**config.mk**
```make
export PLATFORM = sky130hd
export DESIGN_NAME = lu_top
export DESIGN_NICKNAME = d
export VERILOG_FILES = /design/src/lu_pkg.sv /design/src/lu_shifter.sv /design/src/lu_bitwise_compare.sv /design/src/lu_result_select.sv /design/src/lu_top.sv
export SDC_FILE = /design/constraint.sdc
export NUM_CORES = 1
export LEC_CHECK = 0
export BUFFER_PORTS_ARGS = -buffer_cell sky130_fd_sc_hd__buf_2
export CAP_MARGIN = 20
export CORE_ASPECT_RATIO = 1.4
export CORE_UTILIZATION = 54
export CTS_BUF_LIST = sky130_fd_sc_hd__clkbuf_8
export CTS_CLUSTER_SIZE = 12
export DETAILED_ROUTE_END_ITERATION = 8
export PLACE_DENSITY = 0.83
export REMOVE_ABC_BUFFERS = 1
export SLEW_MARGIN = 20
export SYNTH_ARGS = -nofsm -noshare
export SYNTH_HDL_FRONTEND = slang
export SYNTH_SLANG_ARGS = --single-unit
```
**constraint.sdc**
```tcl
create_clock -name clk -period 1.77 [get_ports clk]
set_clock_uncertainty 0.15 [all_clocks]
set_input_delay 0.354 -clock clk [delete_from_list [all_inputs] [get_ports clk]]
set_output_delay 0.354 -clock clk [all_outputs]
set_load 0.1 [all_outputs]
```
**src/lu_pkg.sv**
```systemverilog
package lu_pkg;

    // --------------------------------------------------
    // Operation code
    // --------------------------------------------------

    // Width of the operation field
    localparam int OP_W = 4;

    typedef logic [OP_W-1:0] op_t;

    // Shifts
    // Bit 0 set means shift right, bit 1 set means arithmetic fill
    localparam op_t OP_SLL  = 4'b0000;
    localparam op_t OP_SRL  = 4'b0001;
    localparam op_t OP_SRA  = 4'b0011;

    // Bitwise words
    localparam op_t OP_XOR  = 4'b0010;
    localparam op_t OP_OR   = 4'b0110;
    localparam op_t OP_AND  = 4'b0111;

    // Set-less-than, result is 0 or 1
    localparam op_t OP_SLT  = 4'b0100;
    localparam op_t OP_SLTU = 4'b0101;

    // --------------------------------------------------
    // Branch comparisons
    // --------------------------------------------------

    // Same 0 or 1 result as the set-less-than codes
    localparam op_t OP_EQ   = 4'b1000;
    localparam op_t OP_NE   = 4'b1001;
    localparam op_t OP_LT   = 4'b1010;
    localparam op_t OP_GE   = 4'b1011;
    localparam op_t OP_LTU  = 4'b1100;
    localparam op_t OP_GEU  = 4'b1101;

    // Codes 1110 and 1111 unused
    // Unit passes operand_a through for them

endpackage

```
**src/lu_shifter.sv**
```systemverilog
`timescale 1ns/100ps

module lu_shifter #(
    parameter int WIDTH = 32
) (
    input  logic                     clk,
    input  logic [WIDTH-1:0]         operand_a,
    input  logic [$clog2(WIDTH)-1:0] shift_amount,
    input  lu_pkg::op_t              operation,
    output logic [WIDTH-1:0]         shift_result
);

    // Number of shifter stages
    localparam int SHW = $clog2(WIDTH);

    // Decoded shift controls
    logic right_dir;
    logic arith;
    logic fill_bit;

    // Stage 0 is the (possibly reversed) input
    logic [WIDTH-1:0] pre_word;
    logic [WIDTH-1:0] stage [SHW+1];
    logic [WIDTH-1:0] post_word;

    // Mirror a word end for end
    function automatic logic [WIDTH-1:0] bit_reverse(input logic [WIDTH-1:0] w);
        logic [WIDTH-1:0] r;
        for (int j = 0; j < WIDTH; j++) begin
            r[j] = w[WIDTH-1-j];
        end
        return r;
    endfunction

    // --------------------------------------------------
    // Direction and fill
    // --------------------------------------------------

    assign right_dir = operation[0];
    assign arith     = operation[1];

    // Sign fill only for SRA
    // Left shifts are run as right shifts on the mirrored word, so zero fill
    assign fill_bit = arith & right_dir & operand_a[WIDTH-1];

    // Left shift enters mirrored
    assign pre_word = right_dir ? operand_a : bit_reverse(operand_a);
    assign stage[0] = pre_word;

    // --------------------------------------------------
    // Log-depth right shift
    // --------------------------------------------------

    // Stage s moves the word by 2**s when its amount bit is set
    for (genvar s = 0; s < SHW; s++) begin : g_stage
        localparam int STEP = 1 << s;
        assign stage[s+1] = shift_amount[s]
                          ? {{STEP{fill_bit}}, stage[s][WIDTH-1:STEP]}
                          : stage[s];
    end

    assign post_word = stage[SHW];

    // Undo the mirror for a left shift
    assign shift_result = right_dir ? post_word : bit_reverse(post_word);

    // --------------------------------------------------
    // Checks
    // --------------------------------------------------

    // Zero amount leaves the word as is, both mirror paths included
    a_zero_shift: assert property (
        @(posedge clk) (shift_amount == '0) |-> (shift_result == operand_a)
    );

endmodule

```
**src/lu_bitwise_compare.sv**
```systemverilog
`timescale 1ns/100ps

module lu_bitwise_compare #(
    parameter int WIDTH = 32
) (
    input  logic             clk,
    input  logic [WIDTH-1:0] operand_a,
    input  logic [WIDTH-1:0] operand_b,
    output logic [WIDTH-1:0] xor_word,
    output logic [WIDTH-1:0] or_word,
    output logic [WIDTH-1:0] and_word,
    output logic             eq,
    output logic             lt_signed,
    output logic             lt_unsigned
);

    // Ripple borrow chain, borrow[0] is the borrow in
    logic [WIDTH:0]   borrow;
    // Difference a - b, only its top bit matters here
    logic [WIDTH-1:0] diff;

    // Sign bits
    logic sign_a;
    logic sign_b;
    logic sign_diff;

    // --------------------------------------------------
    // Bitwise words
    // --------------------------------------------------

    assign xor_word = operand_a ^ operand_b;
    assign or_word  = operand_a | operand_b;
    assign and_word = operand_a & operand_b;

    // Equal when no bit differs
    assign eq = ~|xor_word;

    // --------------------------------------------------
    // Borrow subtractor
    // --------------------------------------------------

    always_comb begin
        borrow[0] = 1'b0;
        for (int i = 0; i < WIDTH; i++) begin
            diff[i]     = operand_a[i] ^ operand_b[i] ^ borrow[i];
            // Borrow out when a bit is short of b plus borrow in
            borrow[i+1] = (~operand_a[i] & operand_b[i])
                        | (~operand_a[i] & borrow[i])
                        | (operand_b[i] & borrow[i]);
        end
    end

    // Final borrow means a below b unsigned
    assign lt_unsigned = borrow[WIDTH];

    // --------------------------------------------------
    // Signed less-than
    // --------------------------------------------------

    assign sign_a    = operand_a[WIDTH-1];
    assign sign_b    = operand_b[WIDTH-1];
    assign sign_diff = sign_a ^ sign_b;

    // Mixed signs decide on sign_a alone
    // Same signs cannot overflow, so the difference sign decides
    assign lt_signed = sign_diff ? sign_a : diff[WIDTH-1];

    // --------------------------------------------------
    // Checks
    // --------------------------------------------------

    // Subtractor and XOR path must agree on equality
    a_eq_excl_lt: assert property (
        @(posedge clk) !(eq && lt_unsigned)
    );

endmodule

```
**src/lu_result_select.sv**
```systemverilog
`timescale 1ns/100ps

module lu_result_select #(
    parameter int WIDTH = 32
) (
    input  logic             clk,
    input  logic             arst_n,
    input  logic             req,
    input  lu_pkg::op_t      operation,
    input  logic [WIDTH-1:0] operand_a,
    input  logic [WIDTH-1:0] shift_result,
    input  logic [WIDTH-1:0] xor_word,
    input  logic [WIDTH-1:0] or_word,
    input  logic [WIDTH-1:0] and_word,
    input  logic             eq,
    input  logic             lt_signed,
    input  logic             lt_unsigned,
    output logic             ack,
    output logic [WIDTH-1:0] result
);

    // Zero bits above a flag result
    localparam int PAD = WIDTH - 1;

    logic [WIDTH-1:0] next_result;
    // New request seen while idle
    logic             load;

    // --------------------------------------------------
    // Operation decode
    // --------------------------------------------------

    always_comb begin
        case (operation)
            // Shift unit output
            lu_pkg::OP_SLL,
            lu_pkg::OP_SRL,
            lu_pkg::OP_SRA:  next_result = shift_result;
            // Bitwise words
            lu_pkg::OP_XOR:  next_result = xor_word;
            lu_pkg::OP_OR:   next_result = or_word;
            lu_pkg::OP_AND:  next_result = and_word;
            // Zero-extended flags
            lu_pkg::OP_SLT,
            lu_pkg::OP_LT:   next_result = {{PAD{1'b0}}, lt_signed};
            lu_pkg::OP_SLTU,
            lu_pkg::OP_LTU:  next_result = {{PAD{1'b0}}, lt_unsigned};
            lu_pkg::OP_EQ:   next_result = {{PAD{1'b0}}, eq};
            // Inverted flags
            lu_pkg::OP_NE:   next_result = {{PAD{1'b0}}, ~eq};
            lu_pkg::OP_GE:   next_result = {{PAD{1'b0}}, ~lt_signed};
            lu_pkg::OP_GEU:  next_result = {{PAD{1'b0}}, ~lt_unsigned};
            // Undefined codes pass operand_a through
            default:         next_result = operand_a;
        endcase
    end

    // --------------------------------------------------
    // Four-phase handshake
    // --------------------------------------------------

    assign load = req && !ack;

    // ack up on a fresh req, down once req is seen low
    always_ff @(posedge clk or negedge arst_n) begin
        if (!arst_n) begin
            ack <= 1'b0;
        end else if (load) begin
            ack <= 1'b1;
        end else if (ack && !req) begin
            ack <= 1'b0;
        end
    end

    // Capture on the same edge that raises ack
    // Held while req stays high
    always_ff @(posedge clk or negedge arst_n) begin
        if (!arst_n) begin
            result <= '0;
        end else if (load) begin
            result <= next_result;
        end
    end

    // --------------------------------------------------
    // Checks
    // --------------------------------------------------

    // Each ack rise answers a sampled req
    a_ack_needs_req: assert property (
        @(posedge clk) disable iff (!arst_n)
        $rose(ack) |-> $past(req)
    );

    // Requester starts a new req only after the last ack is gone
    a_req_while_idle: assert property (
        @(posedge clk) disable iff (!arst_n)
        $rose(req) |-> !ack
    );

endmodule

```
**src/lu_top.sv**
```systemverilog
`timescale 1ns/100ps

module lu_top #(
    parameter int WIDTH = 32
) (
    input  logic                     clk,
    input  logic                     arst_n,
    input  logic                     req,
    input  logic [WIDTH-1:0]         operand_a,
    input  logic [WIDTH-1:0]         operand_b,
    input  lu_pkg::op_t              operation,
    input  logic [$clog2(WIDTH)-1:0] shift_amount,
    output logic                     ack,
    output logic [WIDTH-1:0]         result
);

    // Shifter output
    logic [WIDTH-1:0] shift_result;

    // Bitwise words and compare flags
    logic [WIDTH-1:0] xor_word;
    logic [WIDTH-1:0] or_word;
    logic [WIDTH-1:0] and_word;
    logic             eq;
    logic             lt_signed;
    logic             lt_unsigned;

    // --------------------------------------------------
    // Parallel datapath
    // --------------------------------------------------

    lu_shifter #(
        .WIDTH(WIDTH)
    ) lu_shifter_i (
        .clk         (clk),
        .operand_a   (operand_a),
        .shift_amount(shift_amount),
        .operation   (operation),
        .shift_result(shift_result)
    );

    lu_bitwise_compare #(
        .WIDTH(WIDTH)
    ) lu_bitwise_compare_i (
        .clk        (clk),
        .operand_a  (operand_a),
        .operand_b  (operand_b),
        .xor_word   (xor_word),
        .or_word    (or_word),
        .and_word   (and_word),
        .eq         (eq),
        .lt_signed  (lt_signed),
        .lt_unsigned(lt_unsigned)
    );

    // --------------------------------------------------
    // Select, register and handshake
    // --------------------------------------------------

    lu_result_select #(
        .WIDTH(WIDTH)
    ) lu_result_select_i (
        .clk         (clk),
        .arst_n      (arst_n),
        .req         (req),
        .operation   (operation),
        .operand_a   (operand_a),
        .shift_result(shift_result),
        .xor_word    (xor_word),
        .or_word     (or_word),
        .and_word    (and_word),
        .eq          (eq),
        .lt_signed   (lt_signed),
        .lt_unsigned (lt_unsigned),
        .ack         (ack),
        .result      (result)
    );

endmodule

```
# == After elaboration in Yosys (flattened, before gate mapping) ==
# Cells that the tools add are included.
# Widths: inputs -> output; s select.
# word_totals
out_inout_bits,33
wordCells,234
mem_bits_rw,0
inputBits,76
memories,0
romBits,0
latchBits,0
register_bits,33
# op_classes
reduce_logical,11
div_mod_pow,0
mux,11
addsub,0
eq_ne,13
bitwise_logic,197
n_lt_le_gt_ge,0
shifts,0
n_mul,0
# op_table
operator,count
$pmux 32 s10,1
$mux 32,7
$and 1x1->1,96
$or 1x1->1,62
$not 1->1,34
$and 32x32->32,1
$or 32x32->32,1
$reduce_or 32->1,1
$xor 32x32->32,1
$eq 4x4->1 const B,6
$eq 4x3->1 const B,4
$eq 4x2->1 const B,2
$eq 4x1->1 const B,1
$logic_not 4->1,1
$reduce_or 2->1,2
$logic_not 1->1,3
$mux 1,3
$reduce_or 3->1,1
$logic_and 1x1->1,2
$reduce_bool 2->1,1
$xor 1x1->1,2

# == Depth between registers and ports, before layout ==
# depth
depth_word,97
depth_mapped,13
mapped_depth_nobuf,11

# == Cells and area by module ==
# From an unflattened synthesis, not the netlist that was laid out.
# unflattened
hier_cells,1076
area_unflattened_um2,8533.2
# by_module_without_submodules
mod,cells_each,area_per_inst_um2,seq_area_each_um2,n_inst
lu_shifter,479,3881.2,0.0,1
lu_result_select,332,2618.8,825.8,1
lu_bitwise_compare,265,2033.2,0.0,1

# == Worst setup path after synthesis ==
# No wires, ideal clock.
# synth_timing
kind,input -> register
from,input port operation[0]
to,register lu_result_select_i.result[3]
arrival_time_ps,2326
required_time_ps,1470
n_path_buf,3
setup_ps,150
cell_stages,11
path_slack_ps,-856
cell_sequence,buf_2 buf_4 buf_2 mux4_2 mux4_2 nor2_1 nor2_1 mux2i_1 nand2_1 o211ai_1 a41oi_1
# synth_between
elab_chain_cells,9
word_cells_on_any_way,27
classes_between,eq/ne: 13; mux: 8; bitwise: 2; reduce/logical: 4
# synth_rtl
item,line_no,text
from (decl),lu_top.sv:11,"input lu_pkg::op_t operation,"
$and 1x1->1 (2 in a row),lu_shifter.sv:44,assign fill_bit = arith & right_dir & operand_a[WIDTH-1];
$mux 32 (5 in a row),lu_shifter.sv:58,"? {{STEP{fill_bit}}, stage[s][WIDTH-1:STEP]}"
$mux 32,lu_shifter.sv:65,assign shift_result = right_dir ? post_word : bit_reverse(post_word);
$pmux 32 s10 (*),lu_result_select.sv:34,case (operation)
to (signal assigned),lu_result_select.sv:81,result <= next_result;
to (decl),lu_result_select.sv:19,output logic [WIDTH-1:0] result
# Every way passes the cells marked *; elsewhere a longest branch is shown, timed or not.
# A chain may end at the register's enable or synchronous reset.

# == Worst setup path in the final report ==
# Same ends and word-level chain as after synthesis.

==> impl_metrics.env <==
export IMPL_relSlewSlack_pct=61.2
export IMPL_muxShareOfSynthArea_pct=22.6
export IMPL_antenna_found_initial=0
export IMPL_io_buffer_count=108
export IMPL_ios=109
export IMPL_powerDensity_nw_per_um2=835
export IMPL_setup_violations=32
export IMPL_die_w_um=96.7
export IMPL_cp_num_cells=11
export IMPL_die_h_um=135
export IMPL_initial_core_util_pct=55.1
export IMPL_crit_buf_inv=3
export IMPL_final_cell_count_no_fill=1368
export IMPL_drtIter0Drc=956
export IMPL_grt_pass1_vias=8891
export IMPL_clkTransAtPathRegs_ns=0.08
export IMPL_gp_congestion=1.02
export IMPL_dp_cells=1336
export IMPL_dieArea_sq_um=13000
export IMPL_hold_violations=0
export IMPL_avgViaCountPerCell=6.62
export IMPL_drc=0
export IMPL_synth_compound_area_share_pct=23.6
export IMPL_ys_ff_latch=33
export IMPL_slew_violations=0
export IMPL_syn_inst=842
export IMPL_slowest_stage="mux4_2"
export IMPL_grt_use_total_pct=45.2
export IMPL_rr_worst_depth=6
export IMPL_end_kind="flip-flop"
export IMPL_peakVddDrop_mv=1.23
export IMPL_synth_simple_area_share_pct=15.0
export IMPL_grt_ovfl_total=0
export IMPL_path_cells="buf_12 > buf_12 > mux4_2 > mux4_2 > nor2_4 > nor2_1 > mux2i_1 > buf_4 > nand2_2 > o211ai_1 > a41oi_1"
export IMPL_p_leak_nw=5.08
export IMPL_cp_data_arrival_time_ns=2.55
export IMPL_clk_latency_ns=0.30
export IMPL_synth_edf_count=0
export IMPL_rows=48
export IMPL_nNetsFinal=1390
export IMPL_ant_nets=0
export IMPL_yosysWarningCount=0
export IMPL_violations="negative setup slack"
export IMPL_synthAdderAreaFrac_pct=17.9
export IMPL_synthFlopType="dfrtp_1"
export IMPL_worst_hold_slack_ns=0.304
export IMPL_ys_async_sr_fraction_pct=100
export IMPL_fmax_ghz=0.394
export IMPL_coreArea_sq_um=12300
export IMPL_worst_slack_ns=-0.768
export IMPL_status="finished, violations left"
export IMPL_clock_root_buffer="clkbuf_8"
export IMPL_syn_area_sq_um=6780
export IMPL_fin_crit_ns=2.54
export IMPL_final_common_cell="buf_4"
export IMPL_required_ns=1.79
export IMPL_grt_pass1_wl_um=45700
export IMPL_via_count=9060
export IMPL_tightestPinTransition_ns=0.578
export IMPL_startpoint_type="primary input"
export IMPL_layout_drive_gt1_share_pct=47.3
export IMPL_whs_path_depth=3
export IMPL_detailed_place_hpwl_um=23800
export IMPL_hp_class="primary input to flip-flop"
export IMPL_cts_htree_levels=2
export IMPL_drt_first_pass_iters=6
export IMPL_slowest_delay_ns=0.55
export IMPL_critPathKind="primary input to flip-flop"
export IMPL_grt_max_degree=34
export IMPL_period_share_pct=143
export IMPL_synthXorXnorAreaFrac_pct=0.258
export IMPL_cts_path_max_buffers=2
export IMPL_cts_sink_count=33
export IMPL_antenna_cells=0
export IMPL_drv_cap=0
export IMPL_cp_max_fo=7
export IMPL_ys_seq_area_share_pct=12.2
export IMPL_fillers=700
export IMPL_rsz0062_at_grt="yes"
export IMPL_avgSynthCellArea_sq_um=8.05
export IMPL_final_cell_mix="buf_4, buf_2, ha_1"
export IMPL_crit_family="multiplexers"
export IMPL_cts_buffers=5
export IMPL_cts_tree="done"
export IMPL_ys_types=64
export IMPL_drt_total_wl_um=31800
export IMPL_syn_to_final_growth_pct=55.5
export IMPL_synth_top_family_by_area="compound AO/OA/AOI/OAI gates"
export IMPL_post_drt_wl_per_cell_um=23.2
-- logic make-up after synthesis --
group / after synthesis
DFF: 33
and+or+nand+nor: 234
muxes: 100
adders and majority gates: 97
xor gates and xnor gates: 2
AOI/OAI and AO/OA: 241
buffers and inverters: 135
-- area by class of cell --
cell class	instances	area, sq um	share of cell area [%]
multi-input combinational	674	5890	55.9
timing repair buffer	429	3270	31.0
clock buffer	5	68.8	0.653
tap	150	188	1.78
inverter	74	283	2.68
sequential	33	826	7.83
clock inverter	3	13.8	0.131
-- worst paths after layout --
| check | from | to | slack (ns) |
|---|---|---|---|
| setup / recovery | operation[0] | lu_result_select_i.result[3] | -0.77 |
| hold / removal | req | lu_result_select_i.ack | 0.30 |
| setup reg to reg | lu_result_select_i.ack | lu_result_select_i.result[12] | -0.17 |
| hold reg to reg | lu_result_select_i.result[30] | lu_result_select_i.result[30] | 0.38 |
| max in group asynchronous | arst_n | lu_result_select_i.result[10] | 0.65 |
| min in group asynchronous | arst_n | lu_result_select_i.result[23] | 0.47 |
-- tightest hold or removal path, cell delays in order --
cell    delay, ns
buf_2        0.08
ha_2         0.15
mux2_2       0.14
-- metal layers --
layer  GRT usage, %  routed length [um]
met2           79.0               15100
met1           47.6               10200
met5              0                   0
met4           36.7                3370
met3           7.97                3140
-- synth_stat cells, types with 3 or more instances --
library cell | n | share of area, %
nor2_1 | 99 | 5.5
ha_1 | 97 | 18
inv_1 | 70 | 3.9
nand2_1 | 69 | 3.8
a21oi_1 | 47 | 3.5
mux2i_1 | 47 | 6.9
mux4_2 | 41 | 14
o21ai_0 | 37 | 2.7
clkbuf_1 | 35 | 1.9
dfrtp_1 | 33 | 12
o21ai_1 | 33 | 2.4
a22oi_1 | 22 | 2.4
nor3_1 | 19 | 1.4
o2111ai_1 | 15 | 1.9
a221oi_1 | 14 | 1.8
a31oi_1 | 11 | 1.0
buf_2 | 11 | 0.81
nor4_1 | 11 | 1.0
nand3_1 | 10 | 0.74
nand2b_1 | 9 | 0.83
o211ai_1 | 9 | 1.0
mux2_2 | 8 | 1.3
buf_1 | 7 | 0.39
o221ai_1 | 7 | 0.90
a211oi_1 | 6 | 0.66
a221o_1 | 5 | 0.74
a21o_1 | 4 | 0.44
buf_4 | 4 | 0.44
inv_2 | 4 | 0.22
mux2_1 | 4 | 0.66
a211o_1 | 3 | 0.39
buf_6 | 3 | 0.50
nand4_1 | 3 | 0.28
nor2b_1 | 3 | 0.28
o22ai_1 | 3 | 0.28
-- registers in the layout, indices dropped and copies added, names as in the netlist --
| signal | flops |
|---|---|
| lu_result_select_i.result | 32 |
| lu_result_select_i.ack | 1 |
-- what timing repair did --
item,in CTS,in global routing
setup endpoints to repair,32,32
cloned,2,0
gates resized for setup,88,80
pin swaps,39,40
hold buffers,1,0
setup buffers,20,5
hold endpoints to repair,33,0
-- report_power, final --
part,switching [mW],internal [mW]
sequential,0.259,1.13
combinational,4.87,1.94
clock,0.338,0.268
total,5.46,3.34
-- stage by stage --
stage | instance area, sq um | utilization [%] | setup TNS, ns | setup WS (ns) | power (mW)
floorplan | 6480 | - | -43.42 | -1.43 | 5.59
global placement | 9550 | 77.6 | -30.16 | -1.17 | 7.49
detailed placement | 9550 | 77.6 | -31.50 | -1.24 | 7.59
CTS | 10200 | 82.6 | -17.15 | -0.724 | 8.43
global route | 10500 | 85.6 | -21.53 | -0.846 | 9.07
finish | 10500 | 85.6 | -19.45 | -0.768 | 8.80
Note: power is estimated with default switching activity, not from simulation.
